==> src/hw/forth_pkg.sv <==
/* shared definitions for the forth core: default widths,
   opcode / stack-op / halt-cause enums, code byte union */
package forth_pkg;

    localparam int DEF_DSZ   = 32;      // cell width
    localparam int DEF_ASZ   = 12;      // code address width, 4K bytes
    localparam int DEF_DEPTH = 16;      // data stack cells

    // executed opcode subset, numbering is fixed
    typedef enum logic [6:0] {
        OP_NOP   = 7'd0,
        OP_DOLIT,                       // 4 literal bytes follow, big-endian
        OP_BRAN,                        // 2 target bytes follow
        OP_ZBRAN,                       // pop flag, branch if zero
        OP_BYE,                         // normal halt
        OP_DUP,
        OP_DROP,
        OP_OVER,
        OP_SWAP,
        OP_ADD,
        OP_SUB,
        OP_MUL,                         // low DSZ bits kept
        OP_AND,
        OP_OR,
        OP_XOR,
        OP_NEG,
        OP_ABS,
        OP_ZEQ                          // -1 if tos is zero, else 0
    } opcode_e;

    // one code byte, two readings picked by bit 7
    typedef union packed {
        struct packed {
            logic    flag;              // 0 for an opcode
            opcode_e code;
        } op;
        struct packed {
            logic       flag;           // 1 for a short literal
            logic [6:0] val;            // pushed zero-extended
        } lit;
    } code_byte_u;

    // data stack request
    typedef enum logic [1:0] {
        SS_LOAD,                        // replace top
        SS_PUSH,
        SS_POP,
        SS_ALU                          // pop, then replace top
    } sop_e;

    // halt cause seen by the host
    typedef enum logic [1:0] {
        ERR_NONE,
        ERR_UNDER,                      // pop or read below bottom
        ERR_OVER,                       // push onto a full stack
        ERR_ILLEGAL                     // unknown opcode
    } err_e;

endpackage

==> src/hw/data_stack.sv <==
/* data stack with tos / nos held in registers,
   deeper cells spilled to an array, combinational fault check */
`timescale 1ns/1ps

module data_stack
    import forth_pkg::*;
#(
    parameter int DSZ   = DEF_DSZ,
    parameter int DEPTH = DEF_DEPTH
) (
    input  logic                       clk,
    input  logic                       rst,
    input  logic                       clear,
    input  logic                       op_valid,
    input  sop_e                       sop,
    input  logic [DSZ-1:0]             push_val,
    output logic [DSZ-1:0]             tos,
    output logic [DSZ-1:0]             nos,
    output logic [$clog2(DEPTH+1)-1:0] depth,
    output err_e                       fault
);
    localparam int DW = $clog2(DEPTH + 1);  // depth counter width
    localparam int IW = $clog2(DEPTH - 2);  // spill index width

    logic [DSZ-1:0] spill [DEPTH-2];        // cells below nos
    logic [DW-1:0]  sp;                     // spill pointer, next free slot
    logic           ok;                     // request accepted

    assign sp = depth - DW'(2);             // only meaningful for depth >= 2
    assign ok = op_valid && fault == ERR_NONE;

    // check the request against the cells held
    always_comb begin
        fault = ERR_NONE;
        if (op_valid) begin
            case (sop)
            SS_LOAD: if (depth == '0) fault = ERR_UNDER;
            SS_PUSH: if (depth == DW'(DEPTH)) fault = ERR_OVER;
            SS_POP:  if (depth == '0) fault = ERR_UNDER;
            SS_ALU:  if (depth < DW'(2)) fault = ERR_UNDER;
            endcase
        end
    end

    always_ff @(posedge clk) begin
        if (rst || clear) depth <= '0;
        else if (ok) begin
            case (sop)
            SS_PUSH:        depth <= depth + 1'b1;
            SS_POP, SS_ALU: depth <= depth - 1'b1;
            default:        ;                   // load keeps depth
            endcase
        end
    end

    always_ff @(posedge clk) begin
        if (clear) begin
            tos <= '0;                          // defined results on empty stack
            nos <= '0;
        end else if (ok) begin
            case (sop)
            SS_LOAD: tos <= push_val;
            SS_PUSH: begin
                tos <= push_val;
                nos <= tos;
                if (depth >= DW'(2)) spill[IW'(sp)] <= nos;     // nos moves down
            end
            SS_POP: begin
                tos <= nos;
                if (depth >= DW'(3)) nos <= spill[IW'(sp - 1'b1)];
            end
            SS_ALU: begin
                tos <= push_val;                // result from s0 op tos
                if (depth >= DW'(3)) nos <= spill[IW'(sp - 1'b1)];
            end
            endcase
        end
    end

    a_depth_max: assert property (@(posedge clk) disable iff (rst)
        depth <= DW'(DEPTH));

endmodule

==> config.mk <==
export PLATFORM = sky130hd
export DESIGN_NAME = data_stack
export DESIGN_NICKNAME = d
export VERILOG_FILES = /design/src/hw/forth_pkg.sv /design/src/hw/data_stack.sv
export SDC_FILE = /design/constraint.sdc
export NUM_CORES = 1
export LEC_CHECK = 0
export BUFFER_PORTS_ARGS = -buffer_cell sky130_fd_sc_hd__buf_2
export CAP_MARGIN = 20
export CORE_MARGIN = 8
export CORE_UTILIZATION = 55
export CTS_CLUSTER_DIAMETER = 120
export DETAILED_ROUTE_END_ITERATION = 16
export PLACE_DENSITY = 0.79
export REMOVE_ABC_BUFFERS = 1
export SYNTH_ARGS = -nofsm -noshare
export SYNTH_HDL_FRONTEND = slang
export SYNTH_SLANG_ARGS = --single-unit
==> constraint.sdc <==
create_clock -name clk -period 4.1 [get_ports clk]
set_input_delay 0.205 -clock clk [delete_from_list [all_inputs] [get_ports clk]]
set_output_delay 0.205 -clock clk [all_outputs]
set_load 0.02 [all_outputs]
After elaboration in Yosys (flattened, before gate mapping). Memories as Yosys holds them, arrays and structs flattened. Cells that the tools add are included.

Output and inout bits: 71. Flip-flop bits (word level): 69. Bits of input ports: 38. Memories kept: 1. Bits in writable memories: 448. Logic and storage cells: 41.

Memory list: spill (depth 14, bits a word 32, rd ports 1, clocked after Yosys merged registers in 0, wr ports 1, line data_stack.sv:25) `logic [DSZ-1:0] spill [DEPTH-2];`.

Equal/unequal tests: 5. Multiplexer cells: 14. Add/subtract/negate cells: 4. $lt $le $gt $ge: 3. Reduce and logical (&&, ||, !) cells: 11.

Operators by type and width (count): $pmux 32 s2 (2); $mux 32 (1); $ge 5x2->1 const B (2); $pmux 5 s2 (1); $mux 1 (7); $pmux 2 s3 (1); $add 5x1->5 const B (1); $eq 5x5->1 const B (1); $logic_not 5->1 (1); $lt 5x2->1 const B (1); $sub 5x1->5 const B (1); $eq 2x2->1 const B (2); $logic_not 2->1 (2); $mux 2 (2); $reduce_or 2->1 (2); $sub 4x1->4 const B (1); $sub 4x2->4 const B (1); $reduce_and 3->1 (1); $reduce_or 3->1 (1); $eq 2x1->1 const B (1); $ne 2x1->1 const B (1); $reduce_and 2->1 (1); $reduce_bool 2->1 (1); $logic_and 1x1->1 (1); $logic_or 1x1->1 (1).

Depth between registers and ports, before layout.
Depth after elaboration: 9. Gate-level depth with buffers: 12. Gate-level depth less buffers: 7.

Worst setup path before layout. No wires, ideal clock.

Kind: reg2reg. From: register depth[0]. To: memory spill[0][0] (netlist name), enable pin. Clock period less this slack: 4.008 ns. Slack: 0.092 ns. Library setup time: 0.421 ns. Arrival: 3.587 ns. Buffers on the path: 2. Stages on the path, launching flop included: 10. Cells stage by stage: dfxtp_1 > clkbuf_1 > clkinv_1 > clkbuf_1 > ha_1 > nand2b_1 > a311o_1 > nor3_1 > nand3_1 > nor2_1.

Cells in the longest elaborated chain, start to end: 9. Elaborated cells between the ends (all ways): 17. Those cells by class: 1 x add/sub; 2 x order compare; 1 x eq/ne; 10 x mux; 3 x reduce/logical.

RTL lines: start, declared (line data_stack.sv:19) `output logic [$clog2(DEPTH+1)-1:0] depth,`; start signal, assigned (line data_stack.sv:49) `SS_PUSH: depth <= depth + 1'b1;`; start signal, assigned (line data_stack.sv:50) `SS_POP, SS_ALU: depth <= depth - 1'b1;`; $lt 5x2->1 (tied with other cells) (line data_stack.sv:40) `SS_ALU: if (depth < DW'(2)) fault = ERR_UNDER;`; $mux 1 (tied with other cells) (line data_stack.sv:40); $pmux 2 s3 (line data_stack.sv:36) `case (sop)`; $mux 2 (line data_stack.sv:35) `if (op_valid) begin`; $logic_not 2->1 (line data_stack.sv:30) `assign ok = op_valid && fault == ERR_NONE;`; $logic_and 1x1->1 (line data_stack.sv:30); $mux 1 (line data_stack.sv:60) `end else if (ok) begin`; $mux 1 (line data_stack.sv:57) `if (clear) begin`; $mux 1 (not written as such) (line data_stack.sv:66) `if (depth >= DW'(2)) spill[IW'(sp)] <= nos;`; end, declared (line data_stack.sv:25).

Parallel ways exist; a longest one is shown, timed or not.

Worst setup path after layout.
From: register depth[1]. To: memory spill[5][16] (netlist name), enable pin.

Same word-level chain as after synthesis.

==> out/results.txt <==
Status - completed
M2 GR Usage - 37.6%
Post-Synth Adder-Cell Area - 0.759%
Multi-input logic area - 5680 um^2
DP HPWL - 28000 um
DR pass1 iterations - 6
Grt peak-use layer - met2
Share of cells above drive strength 1 - 29.8%
Post-synthesis compound-gate area fraction - 7.81%
CTS H-Tree Depth - 2
Worst-path cell chain - inv_1 -> ha_1 -> a311o_1 -> nor3_1 -> nor3b_1 -> and2_2
Fmax - 0.278 GHz
Top_reg_cell synth - edfxtp_1
Worst hold slack - 0.00202 ns
Setup Buffers After CTS - 0
Routed WL per cell - 25.6 um
Critical Path End Type - register
Critical path's largest stage delay - 1.00 ns
Row cnt - 71
Final WL - 50200 um
Largest net degree at the start of global routing - 60
Max-cap violation count - 0
CP required - 4.27 ns
Initial antenna violation count - 0
PostCTS Resize Cnt - 0
Diode count - 0
DP Worst Slack - 0.652 ns
Power Internal - 8.89 mW
Tcrit/Tclk final - 87.8%
CTS buffer count - 50
Nets - 1463
Clock Skew - 0.00867 ns
Vias in the first global route - 12700
Area grow syn2layout - 15.6%
Post-route DRC - 0
# port buffers - 108
Crit Path Class - register to register
Root Buffer - clkbuf_16
Ports - 109
Via count - 12300
Clock Pin Slew Worst Setup and Hold Paths - 0.06 ns
Crit path max fanout - 32
Final Hold Viols - 0
Post-synth EDFFs - 448
Worst rel slew slack - 23.1%
Mux cell area share after synthesis - 13.2%
Design Area, Final - 24000 um^2
Comb pwr share - 7.4%
CTS sink count - 517
Clock Power Share - 41.5%
Slowest-stage cell, CP - and2_2
GRT Util Overall - 22.2%
Hold-fix buffers at CTS - 25
CTS tree - built
RSZ-0062 raised after global routing - false
Final setup viols - 0
Sequential share of power - 51.2%
Worst setup margin - 0.498 ns
Critical Path Start Type - register
Main combinational cell family by area after synthesis - multiplexers
VDD IR max - 344 uV
Tmin final - 3.60 ns
Hold Crit Class - input port to register
Mapped Cells - 1284
Longest Clk Path Bufs - 3
Fill cell count - 2595
GR Util met1 - 29.5%
First-pass GRT wire length - 75700 um
Post-Synth Simple-Gate Area - 4.52%
Starting Density - 55.5%
Async set-reset flop share out of synthesis - 0%
Slew Viols, Final - 0
Die Height - 210 um
Die span in x - 210 um
Initial DRC count - 1239
Routability congestion estimate - 0.806
Total gr overflow - 0
Worst Path Arrival - 3.77 ns
FF+latch area - 14800 um^2
Core box area - 37400 um^2
Met3 global-route usage - 3.68%
Area of the mapped netlist - 20800 um^2
Final Util - 64.2%
Post-synthesis sequential area ratio - 71.4%
Die Footprint - 44200 um^2
Static Leakage - 8.23 nW
Net Sw Frac - 21.8%
Later-pin clock latency in the skew report - 0.56 ns
Yosys cell types - 49
Via-to-Cell Ratio - 6.28
Pwr Density - 474 nW/um^2
Post-Synth XOR/XNOR Area - 0.379%
Ys Warns - 0
#FFs+latches synth - 517
Dpl cell area - 22000 um^2
Post-route ant nets - 0
P_sw - 2.48 mW
Syn Area/Cell - 16.2 um^2
Worst-Margin Slew - 1.15 ns
==> placed cells by master (no fill, tap or decap), types with 10 or more instances in the layout <==
| cell | Yosys | routed |
|---|---|---|
| a211oi_1 | 34 | 34 |
| a32o_1 | 32 | 32 |
| buf_2 | 26 | 108 |
| buf_4 | 1 | 27 |
| clkbuf_1 | 52 | 10 |
| clkbuf_16 | 0 | 51 |
| clkbuf_8 | 0 | 16 |
| dfxtp_1 | 69 | 68 |
| dlygate4sd3_1 | 0 | 25 |
| edfxtp_1 | 448 | 448 |
| ha_1 | 11 | 10 |
| mux2_2 | 156 | 156 |
| mux2i_1 | 98 | 98 |
| nand2_1 | 32 | 31 |
| nand3_1 | 39 | 39 |
| nor2_1 | 48 | 40 |
| o2111ai_1 | 28 | 28 |
| o22ai_1 | 59 | 59 |
| o311ai_0 | 21 | 21 |
| or2_2 | 32 | 32 |
==> Yosys cell counts, types with 28 or more instances <==
master     count  area share (%)
nand2_1       32            0.58
dfxtp_1       69             6.6
edfxtp_1     448              65
o2111ai_1     28             1.2
nand3_1       39            0.94
mux2i_1       98             4.7
mux2_2       156             8.5
clkbuf_1      52            0.94
nor2_1        48            0.87
or2_2         32            0.96
a32o_1        32             1.5
a211oi_1      34             1.2
o22ai_1       59             1.8
==> power by group through the flow <==
stage          combinational [mW]  sequential, mW  clock, mW
6_report                    0.838            5.82       4.72
5_1_grt                     0.895            5.83       4.96
4_1_cts                     0.837            5.82       4.74
3_5_place_dp                0.812            5.93          0
3_3_place_gp                0.794            5.92          0
2_1_floorplan               0.507            5.96          0
==> final timing paths <==
| check | start | to | slack (ns) | depth (start not counted) |
|---|---|---|---|---|
| hold / removal | push_val[10] | tos[10] | 0.002 | 3 |
| hold reg to reg | tos[20] | tos[20] | 0.51 | 2 |
| setup reg to reg | depth[1] | spill[5][16] | 0.50 | 6 |
| setup / recovery | depth[1] | spill[5][16] | 0.50 | 6 |
==> kinds of logic after synthesis <==
group                      count (synthesis)
AOI/OAI and AO/OA                        208
adders and majority gates                 12
muxes                                    254
xor gates and xnor gates                   9
DFF                                      517
and+or+nand+nor                          186
buffers and inverters                     98
==> sequential cells by signal (all words and copies together) (netlist names) <==
| register | cells |
|---|---|
| depth | 5 |
| spill | 448 |
| nos | 32 |
| tos | 32 |
==> stage by stage <==
| step | total power, mW | TNS, ns | std cells |
|---|---|---|---|
| after floorplan | 6.46 | -967.04 | 1196 |
| after global placement | 6.72 | 0 | 1846 |
| after detailed placement | 6.74 | 0 | 1846 |
| after CTS | 11.4 | 0 | 1964 |
| after global routing | 11.7 | 0 | 1965 |
| final | 11.4 | 0 | 1965 |
==> routing by layer <==
layer | part of all wire (%) | vias up
met5 | 0 | -
met4 | 1.9 | 0
met3 | 8.1 | 79
met2 | 49 | 610
met1 | 40 | 6272
li1 | - | 5371
==> worst max-delay path: cells and delay by family (launching register included) <==
| kind | cells | cell delay (ns) |
|---|---|---|
| compound gates | 1 | 0.29 |
| fa+ha+maj | 1 | 0.31 |
| buf+inv | 1 | 0.19 |
| flops | 1 | 0.50 |
| simple gates | 3 | 1.89 |
==> final cells by class <==
cell class | instances | share of cell area (%)
flip-flops and latches | 517 | 61.8
multi-input cells | 669 | 23.7
clock buffers | 77 | 6.39
repair buffers | 165 | 4.56
well taps | 511 | 2.66
clock inverters | 16 | 0.777
inverters | 10 | 0.156
Power figures use the tool's default switching activity.
