File: config.mk
export PLATFORM = sky130hd
export DESIGN_NAME = inner_interp
export DESIGN_NICKNAME = d
export VERILOG_FILES = /design/src/hw/forth_pkg.sv /design/src/hw/inner_interp.sv
export SDC_FILE = /design/constraint.sdc
export NUM_CORES = 2
export LEC_CHECK = 0
export ABC_CLOCK_PERIOD_IN_PS = 21000
export BUFFER_PORTS_ARGS = -buffer_cell sky130_fd_sc_hd__buf_4
export CAP_MARGIN = 15
export CORE_ASPECT_RATIO = 1.25
export CORE_UTILIZATION = 30
export DETAILED_ROUTE_END_ITERATION = 16
export GPL_TIMING_DRIVEN = 0
export PLACE_DENSITY = 0.52
export SLEW_MARGIN = 10
export SYNTH_ARGS = -nofsm -noshare
export SYNTH_HDL_FRONTEND = slang
export SYNTH_SLANG_ARGS = --single-unit
export TNS_END_PERCENT = 20
File: constraint.sdc
create_clock -name clk -period 21 [get_ports clk]
set_clock_uncertainty 0.05 [all_clocks]
set_input_delay 2.1 -clock clk [delete_from_list [all_inputs] [get_ports clk]]
set_output_delay 2.1 -clock clk [all_outputs]
set_load 0.02 [all_outputs]
File: src/hw/forth_pkg.sv
/* shared definitions for the forth core: default widths,
   opcode / stack-op / halt-cause enums, code byte union */
package forth_pkg;

    localparam int DEF_DSZ   = 32;      // cell width
    localparam int DEF_ASZ   = 12;      // code address width, 4K bytes
    localparam int DEF_DEPTH = 16;      // data stack cells

    // executed opcode subset, numbering is fixed
    typedef enum logic [6:0] {
        OP_NOP   = 7'd0,
        OP_DOLIT,                       // 4 literal bytes follow, big-endian
        OP_BRAN,                        // 2 target bytes follow
        OP_ZBRAN,                       // pop flag, branch if zero
        OP_BYE,                         // normal halt
        OP_DUP,
        OP_DROP,
        OP_OVER,
        OP_SWAP,
        OP_ADD,
        OP_SUB,
        OP_MUL,                         // low DSZ bits kept
        OP_AND,
        OP_OR,
        OP_XOR,
        OP_NEG,
        OP_ABS,
        OP_ZEQ                          // -1 if tos is zero, else 0
    } opcode_e;

    // one code byte, two readings picked by bit 7
    typedef union packed {
        struct packed {
            logic    flag;              // 0 for an opcode
            opcode_e code;
        } op;
        struct packed {
            logic       flag;           // 1 for a short literal
            logic [6:0] val;            // pushed zero-extended
        } lit;
    } code_byte_u;

    // data stack request
    typedef enum logic [1:0] {
        SS_LOAD,                        // replace top
        SS_PUSH,
        SS_POP,
        SS_ALU                          // pop, then replace top
    } sop_e;

    // halt cause seen by the host
    typedef enum logic [1:0] {
        ERR_NONE,
        ERR_UNDER,                      // pop or read below bottom
        ERR_OVER,                       // push onto a full stack
        ERR_ILLEGAL                     // unknown opcode
    } err_e;

endpackage

File: src/hw/inner_interp.sv
/* inner interpreter FSM: fetch, execute, operand bytes
   decodes code bytes and drives the data stack */
`timescale 1ns/1ps

module inner_interp
    import forth_pkg::*;
#(
    parameter int DSZ = DEF_DSZ,
    parameter int ASZ = DEF_ASZ
) (
    input  logic           clk,
    input  logic           rst,
    input  logic           start,
    input  logic [ASZ-1:0] entry_pfa,
    output logic           busy,
    output logic           halt,
    output err_e           cause,
    output logic [ASZ-1:0] fetch_addr,
    input  logic [7:0]     fetch_data,
    output logic           op_valid,
    output sop_e           sop,
    output logic [DSZ-1:0] push_val,
    input  logic [DSZ-1:0] tos,
    input  logic [DSZ-1:0] nos,
    input  err_e           fault
);
    localparam logic [1:0] S_IDLE  = 2'd0;
    localparam logic [1:0] S_FETCH = 2'd1;  // opcode address out
    localparam logic [1:0] S_EXEC  = 2'd2;  // opcode byte back, run it
    localparam logic [1:0] S_OPND  = 2'd3;  // operand bytes, swap second half

    logic [1:0]     state;
    logic [ASZ-1:0] ip;                     // instruction pointer
    opcode_e        op_r;                   // opcode waiting for operands
    logic [2:0]     cnt;                    // operand cycles left
    logic [2:0]     xtra;                   // extra cycles of this opcode
    logic [DSZ-1:0] oper;                   // operand shift reg / saved nos
    logic [DSZ-1:0] opnd;                   // operand with current byte
    code_byte_u     cb;

    assign busy       = state != S_IDLE;
    assign fetch_addr = busy ? ip : '1;     // parked at the top byte when idle

    task stk(input sop_e s, input logic [DSZ-1:0] v);
        op_valid = 1'b1;
        sop      = s;
        push_val = v;
    endtask

    always_comb begin
        cb       = fetch_data;
        opnd     = {oper[DSZ-9:0], fetch_data};   // big-endian shift
        op_valid = 1'b0;
        sop      = SS_LOAD;
        push_val = tos;
        xtra     = '0;
        halt     = 1'b0;
        cause    = ERR_NONE;
        if (state == S_EXEC) begin
            if (cb.lit.flag) stk(SS_PUSH, DSZ'(cb.lit.val));  // short literal
            else begin
                case (cb.op.code)
                OP_NOP:            ;
                OP_DOLIT:          xtra = 3'd4;
                OP_BRAN, OP_ZBRAN: xtra = 3'd2;
                OP_BYE:            halt = 1'b1;
                OP_DUP:            stk(SS_PUSH, tos);
                OP_DROP:           stk(SS_POP, tos);
                OP_OVER:           stk(SS_PUSH, nos);
                OP_SWAP: begin
                    stk(SS_ALU, tos);       // drop nos, push it back next cycle
                    xtra = 3'd1;
                end
                OP_ADD:            stk(SS_ALU, nos + tos);
                OP_SUB:            stk(SS_ALU, nos - tos);
                OP_MUL:            stk(SS_ALU, nos * tos);
                OP_AND:            stk(SS_ALU, nos & tos);
                OP_OR:             stk(SS_ALU, nos | tos);
                OP_XOR:            stk(SS_ALU, nos ^ tos);
                OP_NEG:            stk(SS_LOAD, -tos);
                OP_ABS:            stk(SS_LOAD, tos[DSZ-1] ? -tos : tos);
                OP_ZEQ:            stk(SS_LOAD, {DSZ{tos == '0}});
                default: begin
                    halt  = 1'b1;
                    cause = ERR_ILLEGAL;
                end
                endcase
            end
        end else if (state == S_OPND && cnt == 3'd1) begin
            case (op_r)                     // last operand byte is on fetch_data
            OP_DOLIT: stk(SS_PUSH, opnd);
            OP_ZBRAN: stk(SS_POP, tos);     // flag is the old tos
            OP_SWAP:  stk(SS_PUSH, oper);
            default:  ;                     // BRAN moves ip only
            endcase
        end
        if (op_valid && fault != ERR_NONE) begin
            halt  = 1'b1;                   // stack left untouched
            cause = fault;
        end
    end

    always_ff @(posedge clk) begin
        if (rst) state <= S_IDLE;
        else begin
            case (state)
            S_IDLE:  if (start) state <= S_FETCH;
            S_FETCH: state <= S_EXEC;
            S_EXEC:  state <= halt ? S_IDLE : (xtra != '0 ? S_OPND : S_FETCH);
            S_OPND:  if (cnt == 3'd1) state <= halt ? S_IDLE : S_FETCH;
            endcase
        end
    end

    always_ff @(posedge clk) begin
        case (state)
        S_IDLE:  if (start) ip <= entry_pfa;
        S_FETCH: ip <= ip + 1'b1;
        S_EXEC: begin
            op_r <= cb.op.code;
            cnt  <= xtra;
            oper <= nos;
            if (xtra > 3'd1) ip <= ip + 1'b1;   // first operand byte requested
        end
        S_OPND: begin
            oper <= opnd;
            cnt  <= cnt - 1'b1;
            if (cnt != 3'd1) ip <= ip + 1'b1;
            else if (op_r == OP_BRAN || (op_r == OP_ZBRAN && tos == '0))
                ip <= opnd[ASZ-1:0];            // absolute target, truncated
        end
        endcase
    end

    // halt ends the run right away
    a_halt_busy: assert property (@(posedge clk) disable iff (rst)
        halt |-> busy ##1 !busy);

endmodule

### Word level (Yosys, flattened, before mapping)

Index checks and enable logic that the tools add are counted.

| cells by class | value |
|---|---|
| bitwise gates (word level) | 3 |
| equal/unequal tests | 30 |
| add/subtract/negate cells | 5 |
| mux-type cells | 41 |
| reduce and logical (&&, ||, !) cells | 21 |
| magnitude comparators | 1 |
| multipliers | 1 |

Operators with widths:

| operator | count |
|---|---|
| $pmux W32 S10 | 1 |
| $mux W32 | 4 |
| $pmux W32 S2 | 2 |
| $eq A7 B4 Y1 const B | 9 |
| $mux W12 | 5 |
| $pmux W12 S4 | 1 |
| $add A32 B32 Y32 | 1 |
| $and A32 B32 Y32 | 1 |
| $logic_not A32 Y1 | 1 |
| $mul A32 B32 Y32 | 1 |
| $neg A32 Y32 | 1 |
| $or A32 B32 Y32 | 1 |
| $sub A32 B32 Y32 | 1 |
| $xor A32 B32 Y32 | 1 |
| $eq A7 B2 Y1 const B | 4 |
| $eq A7 B3 Y1 const B | 4 |
| $mux W2 | 11 |
| $reduce_or A18 Y1 | 1 |
| $reduce_or A17 Y1 | 1 |
| $eq A7 B1 Y1 const B | 2 |
| $eq A7 B5 Y1 const B | 2 |
| $reduce_or A13 Y1 | 1 |
| $add A12 B1 Y12 const B | 1 |
| $mux W1 | 10 |
| 25 further kinds | 35 |

| word-level totals | value |
|---|---|
| input bits | 89 |
| flip-flop bits (word level) | 56 |

### Longest topological paths before layout

| depth | value |
|---|---|
| depth in word-level cells | 10 |
| depth in mapped cells | 29 |

### Worst setup path after synthesis

No wires, ideal clock.

| timing | value |
|---|---|
| kind | input to output |
| start point | input tos[3] |
| end point | output push_val[29] |
| cell stages on the path | 28 |
| required time | 18.850 ns |
| path slack | 9.437 ns |
| arrival time | 9.413 ns |
| cell sequence | clkbuf_1 > clkbuf_1 > inv_1 > clkbuf_1 > nor2_1 > fa_1 > inv_1 > fa_1 > fa_1 > fa_1 > inv_1 > fa_1 > inv_1 > fa_1 > inv_1 > fa_1 > fa_1 > ha_1 > clkbuf_1 > nand4_1 > nor2_1 > o21ai_0 > a211oi_1 > o31a_1 > o21ai_0 > a2111oi_0 > a2111oi_1 > o21ai_1 |

| on the way | value |
|---|---|
| word-level cells in the longest chain between the ends | 5 |
| elaborated cells on any way between the ends | 9 |
| those cells by class | 3 x add/sub; 1 x mul; 4 x mux; 1 x reduce/logical |

Ends and longest elaborated chain:

| what | RTL line | RTL |
|---|---|---|
| from (decl) | inner_interp.sv:23 | `input logic [DSZ-1:0] tos,` |
| branches (longest 2 deep; another with $mul A32 B32 Y32) | n/a |  |
| $pmux W32 S10 * | inner_interp.sv:62 | `case (cb.op.code)` |
| $mux W32 * | inner_interp.sv:60 | `if (cb.lit.flag) stk(SS_PUSH, DSZ'(cb.lit.val));` |
| $mux W32 * | inner_interp.sv:59 | `if (state == S_EXEC) begin` |
| to (decl) | inner_interp.sv:22 | `output logic [DSZ-1:0] push_val,` |

Every way passes the cells marked *.

### Worst setup path in the final report

Ends and elaborated chain as after synthesis.

==> flow_metrics.py <==
metrics = {
    "route": {
        "wl_per_cell_um": 29.8,
        "drt_first_iter_violations": 2831,
        "ant_nets": 0,
        "num_vias": 24200,
        "routed_wl_um": 126000,
        "dr.pass1.iters": 6,
        "route.detailed.drc": 0,
        "vias_per_cell": 5.71,
    },
    "worst_setup_path": {
        "cpMostUsedCell": "fa_1",
        "crit_fanout": 10,
        "path_class": "input port to primary output",
        "end_kind": "primary output",
        "cpPeakStageDelay_ns": 0.83,
        "crit_arrival_ns": 12.27,
        "critPathSlowestCell": "clkbuf_1",
        "required_ns": 18.85,
        "critPathLaunchType": "input port",
    },
    "clock_network": {
        "cts_buffers": 5,
        "holdBufCountCts": 0,
        "clock_path_buffers": 2,
        "cts_setup_buffers": 0,
        "insertion_delay_ns": 0.31,
        "numClockSinks": 56,
        "cts_htree_levels": 2,
        "cts_root_buffer": "clkbuf_16",
        "cts_tree": "yes",
        "cts_resized": 0,
        "path_clk_slew_ns": 0.08,
    },
    "die": {
        "core-area_um2": 80100,
        "rows": 116,
        "initial_core_util_pct": 30.4,
        "die_w_um": 257,
        "die_h_um": 320,
        "io_pins": 140,
        "die_area_um2": 82200,
    },
    "synthesis": {
        "synth-edff-count": 54,
        "ys_seq_elements": 56,
        "synth_nets": 3734,
        "yosys_warnings": 0,
        "synth_area_leaders": "fa_1 34%, ha_1 12%, inv_1 6.9%, edfxtp_1 6.7%, nor2_1 6.2%",
        "async_flop_share_pct": 0,
        "synth_top_area_cell": "fa_1",
        "seq_area_frac_synth_pct": 6.83,
        "synth_top_area_share_pct": 33.7,
        "netlist_instances": 3010,
        "syn_area_um2": 24300,
        "avgSynthCellArea_um2": 8.08,
        "synth_cell_type_count": 81,
        "synth-main-ff-cell": "edfxtp_1",
    },
    "sta": {
        "setup_violations": 0,
        "tns_ns": 0,
        "fin_crit_ns": 14.42,
        "rsz0062_at_grt": "no",
        "hold_viol": 0,
        "period_share_pct": 68.7,
        "worst_slew_pin_slew_ns": 1.35,
        "slew_headroom_pct": 9.75,
        "maxSlewViolCount": 0,
        "maxClockFrequency_mhz": 69.4,
    },
    "global_route": {
        "antenna_found_initial": 13,
        "grt_pass1_wl_um": 178000,
        "grt_pass1_vias": 24400,
        "overflow": 0,
        "grt_usage_pct": 30.3,
        "grt_start_max_net_pins": 36,
    },
    "placed_design": {
        "dpl.hpwl_um": 104000,
        "gp_congestion": 1.05,
        "io_buffers": 138,
    },
    "layout": {
        "n_fill_cell": 8757,
        "final_cell_mix": "448 x inv_1, 409 x fa_1, 399 x nor2_1",
        "final_nets": 3883,
        "seq_area_um2": 1660,
        "area_growth_pct": 10.6,
        "layout_commonest_cell": "inv_1",
        "multi_input_area_um2": 20200,
        "layout-drive-gt1-share_pct": 6.39,
    },
    "job": {
        "maxCapViolations": 0,
    },
    "hold_path": {
        "hold_class": "register to register",
    },
    "run_status": {
        "outcome": "completed",
    },
}
-- metrics by stage --
| stage | worst slack, ns | hold slack, ns | area, µm² | utilization [%] | std cells |
|---|---|---|---|---|---|
| floorplan | 9.44 | 0.473 | 24300 | - | 3010 |
| global placement | 6.91 | 0.517 | 26700 | 33.3 | 4210 |
| detailed placement | 6.85 | 0.518 | 26700 | 33.4 | 4214 |
| CTS | 6.83 | 0.528 | 26900 | 33.6 | 4222 |
| global route | 6.53 | 0.563 | 26900 | 33.6 | 4223 |
| finish | 6.58 | 0.533 | 26900 | 33.6 | 4227 |
-- cell usage after synthesis, types with 6 or more instances --
master,n
a222oi_1,10
o31ai_1,10
or2_2,17
a31oi_1,12
o21a_1,13
inv_1,448
a32oi_1,7
and2_1,9
nor3b_1,8
a22o_1,10
nand2_1,362
nor2_1,399
buf_1,19
o21ai_1,6
o22ai_1,23
a21o_1,27
xnor2_1,105
ha_1,226
clkinv_1,18
o21ai_0,115
nor3_1,41
a22oi_1,43
a21oi_1,110
or3_1,20
a221oi_1,26
nor4_1,15
o221ai_1,14
buf_2,8
edfxtp_1,54
a221o_1,6
clkbuf_1,160
o2111ai_1,12
nor2b_1,8
nand3_1,38
xor2_1,33
nand4_1,22
a211oi_1,14
o211ai_1,17
fa_1,409
nand2b_1,14
o21bai_1,6
mux2i_1,17
-- path summary, 6_finish.rpt --
kind / start / endpoint / slack [ns] / depth (start not counted)
hold reg to reg: state[0] / state[0] / 0.53 / 2
setup / recovery: tos[3] / push_val[29] / 6.58 / 30
setup reg to reg: state[0] / oper[16] / 17.40 / 6
hold / removal: state[0] / state[0] / 0.53 / 2
-- cells by family after synthesis --
family	share of synthesized area [%]
muxes	0.792
buffers and inverters	10.4
AOI/OAI and AO/OA	14.2
and+or+nand+nor	17.4
xor gates and xnor gates	5.04
DFF	6.83
adders and majority gates	45.3
-- metal layers --
layer | track usage [%] | up-vias | wire, µm
met1 | 35.9 | 12100 | 46800
met5 | 0 | - | 47
met3 | 6.18 | 453 | 11800
met4 | 22.5 | 8 | 11300
met2 | 48.6 | 1527 | 56100
li1 | - | 10100 | -
-- registers in the layout, indices dropped and copies added, names as in the netlist --
register / flops
cnt: 3
state: 2
op_r: 7
ip: 12
oper: 32
-- critical path: cells and delay by family --
kind                       cells  cell delay (ns)
adders and majority gates      9             4.21
buffers and inverters         11             3.04
AOI/OAI and AO/OA              6             2.03
and+or+nand+nor                4             0.85
-- area by class of cell --
| type | count | share of cell area [%] |
|---|---|---|
| diodes | 5 | 0.0465 |
| plain buffers | 191 | 2.79 |
| clock buffers | 7 | 0.530 |
| clock inverters | 1 | 0.0326 |
| inverters | 471 | 6.57 |
| multi-input cells | 2292 | 75.0 |
| flip-flops and latches | 56 | 6.18 |
| well taps | 1062 | 4.94 |
| repair buffers | 142 | 3.95 |
Power is not shown: default switching activity piles up to over one toggle a cycle in this logic, so the estimate is an artifact.
