--- src/hw/forth_pkg.sv ---
/* shared definitions for the forth core: default widths,
   opcode / stack-op / halt-cause enums, code byte union */
package forth_pkg;

    localparam int DEF_DSZ   = 32;      // cell width
    localparam int DEF_ASZ   = 12;      // code address width, 4K bytes
    localparam int DEF_DEPTH = 16;      // data stack cells

    // executed opcode subset, numbering is fixed
    typedef enum logic [6:0] {
        OP_NOP   = 7'd0,
        OP_DOLIT,                       // 4 literal bytes follow, big-endian
        OP_BRAN,                        // 2 target bytes follow
        OP_ZBRAN,                       // pop flag, branch if zero
        OP_BYE,                         // normal halt
        OP_DUP,
        OP_DROP,
        OP_OVER,
        OP_SWAP,
        OP_ADD,
        OP_SUB,
        OP_MUL,                         // low DSZ bits kept
        OP_AND,
        OP_OR,
        OP_XOR,
        OP_NEG,
        OP_ABS,
        OP_ZEQ                          // -1 if tos is zero, else 0
    } opcode_e;

    // one code byte, two readings picked by bit 7
    typedef union packed {
        struct packed {
            logic    flag;              // 0 for an opcode
            opcode_e code;
        } op;
        struct packed {
            logic       flag;           // 1 for a short literal
            logic [6:0] val;            // pushed zero-extended
        } lit;
    } code_byte_u;

    // data stack request
    typedef enum logic [1:0] {
        SS_LOAD,                        // replace top
        SS_PUSH,
        SS_POP,
        SS_ALU                          // pop, then replace top
    } sop_e;

    // halt cause seen by the host
    typedef enum logic [1:0] {
        ERR_NONE,
        ERR_UNDER,                      // pop or read below bottom
        ERR_OVER,                       // push onto a full stack
        ERR_ILLEGAL                     // unknown opcode
    } err_e;

endpackage

--- src/hw/run_ctrl.sv ---
/* run controller: four-phase req/ack with the host,
   entry pfa register, halt cause register */
`timescale 1ns/1ps

module run_ctrl
    import forth_pkg::*;
#(
    parameter int ASZ = DEF_ASZ
) (
    input  logic           clk,
    input  logic           rst,
    input  logic           req,
    input  logic [ASZ-1:0] pfa,
    output logic           ack,
    output logic           start,
    output logic [ASZ-1:0] entry_pfa,
    input  logic           halt,
    input  err_e           cause,
    output err_e           err
);
    logic req_q;                            // req one cycle ago
    logic running;                          // started, no halt seen yet
    logic launch;

    assign launch = req && !req_q && !running && !ack;  // rising req while idle

    always_ff @(posedge clk) begin
        if (rst) begin
            req_q   <= 1'b0;
            running <= 1'b0;
            start   <= 1'b0;
            ack     <= 1'b0;
            err     <= ERR_NONE;
        end else begin
            req_q <= req;
            start <= launch;                // one cycle pulse
            if (launch) running <= 1'b1;
            if (running && halt) begin
                running <= 1'b0;
                ack     <= 1'b1;            // results valid from here
                err     <= cause;
            end else if (ack && !req) begin
                ack <= 1'b0;
            end
        end
    end

    always_ff @(posedge clk) begin
        if (launch) entry_pfa <= pfa;       // host holds pfa with req
    end

    a_ack_needs_req: assert property (@(posedge clk) disable iff (rst)
        $rose(ack) |-> req);

endmodule

--- config.mk ---
export PLATFORM = sky130hd
export DESIGN_NAME = run_ctrl
export DESIGN_NICKNAME = d
export VERILOG_FILES = /design/src/hw/forth_pkg.sv /design/src/hw/run_ctrl.sv
export SDC_FILE = /design/constraint.sdc
export NUM_CORES = 1
export LEC_CHECK = 0
export ABC_AREA = 1
export BUFFER_PORTS_ARGS = -buffer_cell sky130_fd_sc_hd__buf_4
export CELL_PAD_IN_SITES_DETAIL_PLACEMENT = 0
export CELL_PAD_IN_SITES_GLOBAL_PLACEMENT = 2
export CORE_MARGIN = 2
export CORE_UTILIZATION = 22
export CTS_CLUSTER_SIZE = 40
export DETAILED_ROUTE_END_ITERATION = 8
export GPL_TIMING_DRIVEN = 1
export PLACE_DENSITY_LB_ADDON = 0.1
export SLEW_MARGIN = 5
export SYNTH_ARGS = -nofsm -noshare
export SYNTH_HDL_FRONTEND = slang
export SYNTH_SLANG_ARGS = --single-unit
export TNS_END_PERCENT = 50
--- constraint.sdc ---
create_clock -name clk -period 1 [get_ports clk]
set_input_delay 0.1 -clock clk [delete_from_list [all_inputs] [get_ports clk]]
set_output_delay 0.1 -clock clk [all_outputs]
set_load 0.03 [all_outputs]
=== Word-level counts from Yosys, hierarchy flattened ===
Index checks and enable logic that the tools add are counted.

* Flip-flop bits (word level): 18
* Input bits: 18
* Output and inout bits: 16
* Word-level logic and storage cells: 19

* Mux-type cells: 2
* Reduce and logical (&&, ||, !) cells: 11

{| class="wikitable"
|+ Operators with widths
! operator !! count
|-
| 1-bit logical AND || 5
|-
| 1-bit zero test || 4
|-
| 1-bit 2-to-1 mux || 2
|-
| 2-bit nonzero test || 1
|-
| 2-bit OR reduction || 1
|}

=== Logic depth before layout (Yosys ltp) ===
Gate-level depths: netlist (run 1).

* Word-level depth: 4
* Depth in mapped cells: 4
* Mapped depth without buffers: 4

=== Least setup slack after synthesis (run 1) ===
Ideal clock, no wire load.

* Path type: reg2reg
* From: reg ack
* To: reg entry_pfa[0], enable pin
* Library setup time: 0.344 ns
* Arrival: 0.894 ns
* Required time: 0.656 ns
* Path slack: -0.238 ns
* Cell stages (with the launch flop): 4
* Buffers on the path: 0
* Period minus slack after synthesis: 1.238 ns
* Cell sequence: dfxtp_1 nor2_1 nand2_1 inv_1

* Longest elaborated chain between the ends: 2

{| class="wikitable"
|+ RTL lines
! element !! line !! source
|-
| start: declaration || run_ctrl.sv:14 || <nowiki>output logic ack,</nowiki>
|-
| start signal: assignment || run_ctrl.sv:32 || <nowiki>ack <= 1'b0;</nowiki>
|-
| start signal: assignment || run_ctrl.sv:40 || <nowiki>ack <= 1'b1;</nowiki>
|-
| start signal: assignment || run_ctrl.sv:43 || <nowiki>ack <= 1'b0;</nowiki>
|-
| 1-bit zero test || run_ctrl.sv:25 || <nowiki>assign launch = req && !req_q && !running && !ack;</nowiki>
|-
| 1-bit logical AND || run_ctrl.sv:25 ||
|-
| named net launch || run_ctrl.sv:23 || <nowiki>logic launch;</nowiki>
|-
| end signal: assignment || run_ctrl.sv:49 || <nowiki>if (launch) entry_pfa <= pfa;</nowiki>
|-
| end: declaration || run_ctrl.sv:16 || <nowiki>output logic [ASZ-1:0] entry_pfa,</nowiki>
|}

The timed path passes the listed nets, and every way through them passes these cells.
A chain may end at the register's enable or synchronous reset.

=== Worst setup path in the final report (run 1) ===
* From: reg ack
* To: reg entry_pfa[11], enable pin

* Longest elaborated chain between the ends: 2

{| class="wikitable"
|+ RTL lines
! element !! line
|-
| 1-bit zero test || run_ctrl.sv:25
|-
| 1-bit logical AND || run_ctrl.sv:25
|}

Every way passes these cells.

==> results.py, run 1 <==
metrics = {
    "drt": {
        "drt_iter0_markers": 0,
        "drc": 0,
        "avgViaCountPerCell": 3.80,
        "drtAntennaViolNets": 0,
        "vias": 456,
        "first_pass_iters": 1,
        "wl_per_cell_um": 9.33,
        "routed_wl_um": 1120,
    },
    "floorplanning": {
        "rows": 18,
        "die_h_um": 55.0,
        "dieArea_um2": 3020,
        "core_um2": 2480,
        "fp.dieW_um": 55.0,
        "start_util": 0.231,
        "ioPinCount": 34,
    },
    "global_route": {
        "gr-total-overflow": 0,
        "grt_usage": 0.0786,
        "grt_pass1_vias": 397,
        "antenna_found_initial": 0,
        "grt_pass1_wl_um": 1630,
        "grt_max_degree": 13,
    },
    "power_and_ir_drop": {
        "powerDensity_nw_per_um2": 1440,
        "ir_drop_mv": 0.612,
        "p_seq_frac": 0.571,
        "leakagePower_nw": 0.450,
        "clock_power_share": 0.235,
        "swShare": 0.242,
        "internal_power_mw": 1.14,
        "switchingPower_mw": 0.363,
        "pwr-share-comb": 0.193,
    },
    "clocking": {
        "clock_latency_ns": 0.28,
        "root_buffer": "clkbuf_4",
        "cts_tree": "yes",
        "numCtsBuffers": 3,
        "clock_sinks": 18,
        "cts_max_level": 1,
        "clock_path_buffers": 2,
        "clkTransAtPathRegs_ns": 0.10,
    },
    "timing": {
        "fin_crit_sh": 0.957,
        "finalHoldViolCount": 0,
        "fin_worst_skew_ns": 0.00593,
        "fmax_mhz": 1040,
        "worst_slew_pin_slew_ns": 0.139,
        "grt_setup_unrepaired": "false",
        "maxSlewViolCount": 0,
        "setup_viol_count_final": 0,
        "min_period_ns": 0.957,
        "setup_ws_ns": 0.0429,
        "maxSlewHeadroom": 0.907,
        "final.setup.tns_ns": 0,
    },
    "layout": {
        "design_area_um2": 1040,
        "drive_above_1_share": 0.511,
        "synthToLayoutAreaGrowth_pct": 82.5,
        "finish.utilization": 0.421,
        "antennaDiodeCount": 0,
        "nets": 109,
    },
    "synth": {
        "synth_area_um2": 572,
        "synth_warnings": 0,
        "ys_seq_elements": 18,
        "synth-seq-area-share": 0.840,
        "synth.distinct_cells": 10,
        "syn_area_per_cell_um2": 15.0,
        "synth_fp_nets": 56,
        "synth_cells": 38,
    },
    "setup_path": {
        "crit_required_ns": 1.01,
        "r2r_cells": 3,
        "setup.worst_path.class": "reg2reg",
        "arrival_ns": 0.97,
        "critPathLaunchType": "flop",
        "r2r_slack_ns": 0.04,
        "cp-end-kind": "flop",
        "path_max_fanout": 6,
        "r2r_start": "ack$_SDFFE_PP0P_",
        "worstReg2RegEnd": "entry_pfa[11]$_DFFE_PP_",
    },
    "placement": {
        "portBuffers": 33,
        "routabilityCongestion": 0.709,
        "place_area_um2": 876,
        "place_ws_ns": 0.0104,
        "hpwl_um": 837,
    },
    "min_path": {
        "hold_start": "rst",
        "min_to": "start$_SDFF_PP0_",
        "min_path_type": "in2reg",
        "hold_depth": 2,
    },
    "run": {
        "drv_cap": 0,
    },
    "outcome": {
        "status": "complete, no violations",
    },
}
sequential cells by signal, indices dropped and copies added, names as in the netlist:
register   flops
ack            1
running        1
req_q          1
start          1
entry_pfa     12
err            2
power by group through the flow:
stage	Sequential (mW)	Clock, mW	Combinational [mW]
global placement	0.874	0	0.247
CTS	0.858	0.376	0.285
floorplan	0.954	0	0.0405
global route	0.863	0.400	0.317
detailed placement	0.875	0	0.246
finish	0.859	0.354	0.291
worst max-delay path by stage:
stage / end / slack (ns) / depth (start not counted) / startpoint
finish: entry_pfa[11]$_DFFE_PP_ / 0.04 / 3 / ack$_SDFFE_PP0P_
global route: entry_pfa[0]$_DFFE_PP_ / 0.004 / 3 / ack$_SDFFE_PP0P_
CTS: entry_pfa[8]$_DFFE_PP_ / 0.002 / 3 / ack$_SDFFE_PP0P_
detailed placement: entry_pfa[8]$_DFFE_PP_ / 0.01 / 3 / ack$_SDFFE_PP0P_
global placement: entry_pfa[1]$_DFFE_PP_ / 0.006 / 3 / ack$_SDFFE_PP0P_
floorplan: entry_pfa[0]$_DFFE_PP_ / 0.003 / 3 / ack$_SDFFE_PP0P_
placed cells by master, fill, tap and decap left out, drive strengths merged:
| cell type | netlist | routed |
|---|---|---|
| buf | 0 | 35 |
| edfxtp | 12 | 12 |
| dlygate4sd3 | 0 | 12 |
| dfxtp | 6 | 6 |
| nand2 | 6 | 6 |
| nor2 | 5 | 5 |
| clkbuf | 0 | 4 |
| a21oi | 3 | 3 |
| inv | 3 | 3 |
| nand3 | 2 | 2 |
| clkinv | 0 | 1 |
| o21ai | 1 | 1 |
critical path: stages, from the launching register on:
cell	delay [ns]
dfxtp_4	0.37
nor2_4	0.11
nand2_2	0.10
inv_4	0.10
Yosys cell counts:
| cell | number | area, µm² |
|---|---|---|
| edfxtp_1 | 12 | 360 |
| dfxtp_1 | 6 | 120 |
| nand2_1 | 5 | 18.8 |
| nor2_1 | 4 | 15.0 |
| a21oi_1 | 3 | 15.0 |
| inv_1 | 3 | 11.3 |
| nand3_1 | 2 | 10.0 |
| nand2_2 | 1 | 6.26 |
| nor2_2 | 1 | 6.26 |
| o21ai_2 | 1 | 8.76 |
layer usage:
layer	vias to the layer above	GRT usage	wire length (µm)
met1	196	0.0922	476
met2	24	0.131	506
met5	-	0	0
met4	0	0.0366	16
li1	234	-	-
met3	2	0.0242	121
final cells by class:
class | instances | area (µm²)
fill | 251 | 1430
sequential | 18 | 484
timing repair inverter | 1 | 6.26
tap | 30 | 37.5
clock buffer | 4 | 26.3
inverter | 3 | 16.3
multi-input combinational | 17 | 90.1
timing repair buffer | 47 | 383
cells by family after synthesis:
group                  after synthesis  synth area share
AO/OA/AOI/OAI                        4            0.0416
buffers and inverters                3            0.0197
flip-flops                          18             0.840
AND/OR/NAND/NOR                     13            0.0985
repair_timing:
item	CTS	global route
endpoints found under the hold margin	12	0
endpoints found under the setup margin	12	12
pin swaps	0	1
buffers inserted	0	1
resized for setup	1	3
cloned	0	1
hold buffers	12	0
metrics by stage:
step	instances	power (mW)	hold WS, ns
final	120	1.50	0.0295
after global routing	120	1.58	0.0346
after CTS	118	1.52	0.0242
after detailed placement	102	1.12	0.279
after global placement	102	1.12	0.279
after floorplan	38	0.995	0.169
No activity file was read; power rests on OpenSTA's default activity.
==> run 2: changes to the inputs <==
--- a/config.mk
+++ b/config.mk
@@ -6,6 +6,7 @@
 export NUM_CORES = 1
 export LEC_CHECK = 0
 export ABC_AREA = 1
+export ABC_CLOCK_PERIOD_IN_PS = 840
 export BUFFER_PORTS_ARGS = -buffer_cell sky130_fd_sc_hd__buf_4
 export CELL_PAD_IN_SITES_DETAIL_PLACEMENT = 0
 export CELL_PAD_IN_SITES_GLOBAL_PLACEMENT = 2
==> constraint.sdc (replaced) <==
create_clock -name clk -period 0.84 [get_ports clk]
set_input_delay 0.084 -clock clk [delete_from_list [all_inputs] [get_ports clk]]
set_output_delay 0.084 -clock clk [all_outputs]
set_load 0.03 [all_outputs]
==> run 2 against run 1 <==
The run now ends with negative setup slack left. Critical path depth fell by 1. Clock power rose by 19%. First-iteration DRC count rose by 3. Die area did not move. Critical path type is now reg2out.
==> results.py, run 2 (synthesized netlist as in run 1, its figures left out) <==
metrics = {
    "drt": {
        "vias": 476,
        "drtAntennaViolNets": 0,
        "drc": 0,
        "maxUsedRoutingLayer": "met3",
        "first_pass_iters": 4,
        "avgViaCountPerCell": 3.81,
        "drt_iter0_markers": 3,
        "routed_wl_um": 1270,
        "drt-met1-wl_um": 516,
        "routed-wl-met3_um": 97,
        "wl_met2_um": 652,
        "wl_per_cell_um": 10.1,
    },
    "timing": {
        "fmax_mhz": 1020,
        "fin_worst_skew_ns": 0.00881,
        "setup_viol_count_final": 27,
        "maxSlewViolCount": 0,
        "grt_setup_unrepaired": "true",
        "maxSlewHeadroom": 0.907,
        "fin_crit_sh": 1.17,
        "worst_slew_pin_slew_ns": 0.140,
        "setup_ws_ns": -0.139,
        "finalHoldViolCount": 0,
        "min_period_ns": 0.979,
    },
    "clocking": {
        "clock_path_buffers": 2,
        "cts_tree": "yes",
        "clkTransAtPathRegs_ns": 0.10,
        "numCtsBuffers": 3,
        "root_buffer": "clkbuf_4",
        "clock_sinks": 18,
        "cts_max_level": 1,
        "clock_latency_ns": 0.29,
    },
    "floorplanning": {
        "rows": 18,
        "core_um2": 2480,
        "start_util": 0.231,
        "ioPinCount": 34,
        "dieArea_um2": 3020,
        "die_h_um": 55.0,
        "fp.dieW_um": 55.0,
    },
    "layout": {
        "regArea_um2": 490,
        "multiInputGateArea_um2": 106,
        "num-fill-cells": 231,
        "reg.largest.list": "entry_pfa: 12 flops, err: 2 flops",
        "largest_reg_flops": 12,
        "finish.utilization": 0.473,
        "synthToLayoutAreaGrowth_pct": 105,
        "antennaDiodeCount": 0,
        "layout_commonest_cell": "buf_4",
        "stdcell_count": 125,
        "final_cell_mix": "buf_4 (22), buf_6 (17), dlygate4sd3_1 (13)",
        "regMostFlops": "entry_pfa",
        "drive_above_1_share": 0.600,
        "nets": 114,
    },
    "global_route": {
        "gr-total-overflow": 0,
        "grt_usage": 0.0931,
        "grt_pass1_wl_um": 1950,
        "grt_pass1_vias": 482,
        "grt_max_degree": 11,
        "antenna_found_initial": 0,
    },
    "run": {
        "drv_cap": 0,
    },
    "setup_path": {
        "r2r_start": "ack$_SDFFE_PP0P_",
        "crit_top_cell": "buf_6",
        "cpLargestDelayFamily": "flip-flops",
        "worstPathCellList": "buf_6 > buf_6",
        "cpMaxStageDelayCell": "dfxtp_4",
        "setup.worst_path.class": "reg2out",
        "worstReg2RegEnd": "entry_pfa[10]$_DFFE_PP_",
        "crit_buf_inv": 2,
        "cp-end-kind": "output pin",
        "critPathLaunchType": "flop",
        "crit_required_ns": 0.76,
        "cp_slowest_stage_delay_ns": 0.37,
        "r2r_slack_ns": -0.11,
        "arrival_ns": 0.89,
        "path_max_fanout": 2,
        "r2r_cells": 3,
    },
    "placement": {
        "place_inst": 105,
        "hpwl_um": 864,
        "place_ws_ns": -0.0981,
        "portBuffers": 33,
        "routabilityCongestion": 0.687,
    },
    "power_and_ir_drop": {
        "ir_drop_mv": 1.02,
        "leakagePower_nw": 0.506,
        "p_total_mw": 1.86,
        "powerDensity_nw_per_um2": 1590,
    },
    "outcome": {
        "status": "finished with violations",
        "violations": "negative setup slack",
    },
    "min_path": {
        "min_path_type": "in2reg",
        "hold_depth": 3,
        "min_to": "err[0]$_SDFFE_PP0P_",
        "hold_start": "cause[0]",
    },
}
[run 2: how the worst max path moves through the flow]
| stage | startpoint | end | slack (ns) | cells after the start |
|---|---|---|---|---|
| final | ack$_SDFFE_PP0P_ | ack | -0.14 | 2 |
| after CTS | ack$_SDFFE_PP0P_ | ack | -0.16 | 2 |
| after global placement | req_q$_SDFF_PP0_ | entry_pfa[9]$_DFFE_PP_ | -0.09 | 3 |
| after global routing | ack$_SDFFE_PP0P_ | ack | -0.17 | 2 |
| after detailed placement | ack$_SDFFE_PP0P_ | entry_pfa[10]$_DFFE_PP_ | -0.1 | 3 |
| after floorplan | ack$_SDFFE_PP0P_ | entry_pfa[0]$_DFFE_PP_ | -0.11 | 3 |
[run 2: worst reg2reg max path, delay by kind of cell, from the launching register on]
family / cells / cell delay [ns]
buffers and inverters: 1 / 0.09
flip-flops: 1 / 0.37
AND/OR/NAND/NOR: 2 / 0.22
[run 2: layout make-up]
class / instances / area share
Clock buffer: 3 / 0.0192
Clock inverter: 1 / 0.00320
Inverter: 3 / 0.0139
Multi-Input combinational cell: 17 / 0.0907
Sequential cell: 18 / 0.418
Tap cell: 30 / 0.0320
Timing Repair Buffer: 52 / 0.415
Timing Repair inverter: 1 / 0.00747
[run 2: report_power, final]
group	internal (mW)	switching (mW)
logic	0.215	0.192
registers	1.01	0.0280
clock network	0.173	0.249
total	1.40	0.469
[run 2: metal layers]
metal | vias up | track usage
met5 | - | 0
met4 | 0 | 0.0366
met3 | 0 | 0.0349
met2 | 24 | 0.165
met1 | 207 | 0.0998
li1 | 245 | -
[run 2: repair_timing]
item	in CTS	in global routing
buffers inserted	2	0
hold buffers	13	0
endpoints found under the setup margin	28	31
pin swaps	1	0
cloned	1	0
hold endpoints to repair	17	0
gates resized for setup	24	5
[run 2: metrics by stage]
step | cell area (µm²) | setup TNS, ns | hold WS, ns
floorplan | 588 | -1.28 | 0.153
global placement | 903 | -1.13 | 0.264
detailed placement | 903 | -1.17 | 0.264
CTS | 1160 | -2.65 | 0.0431
global route | 1170 | -3.42 | 0.0589
finish | 1170 | -2.29 | 0.0590
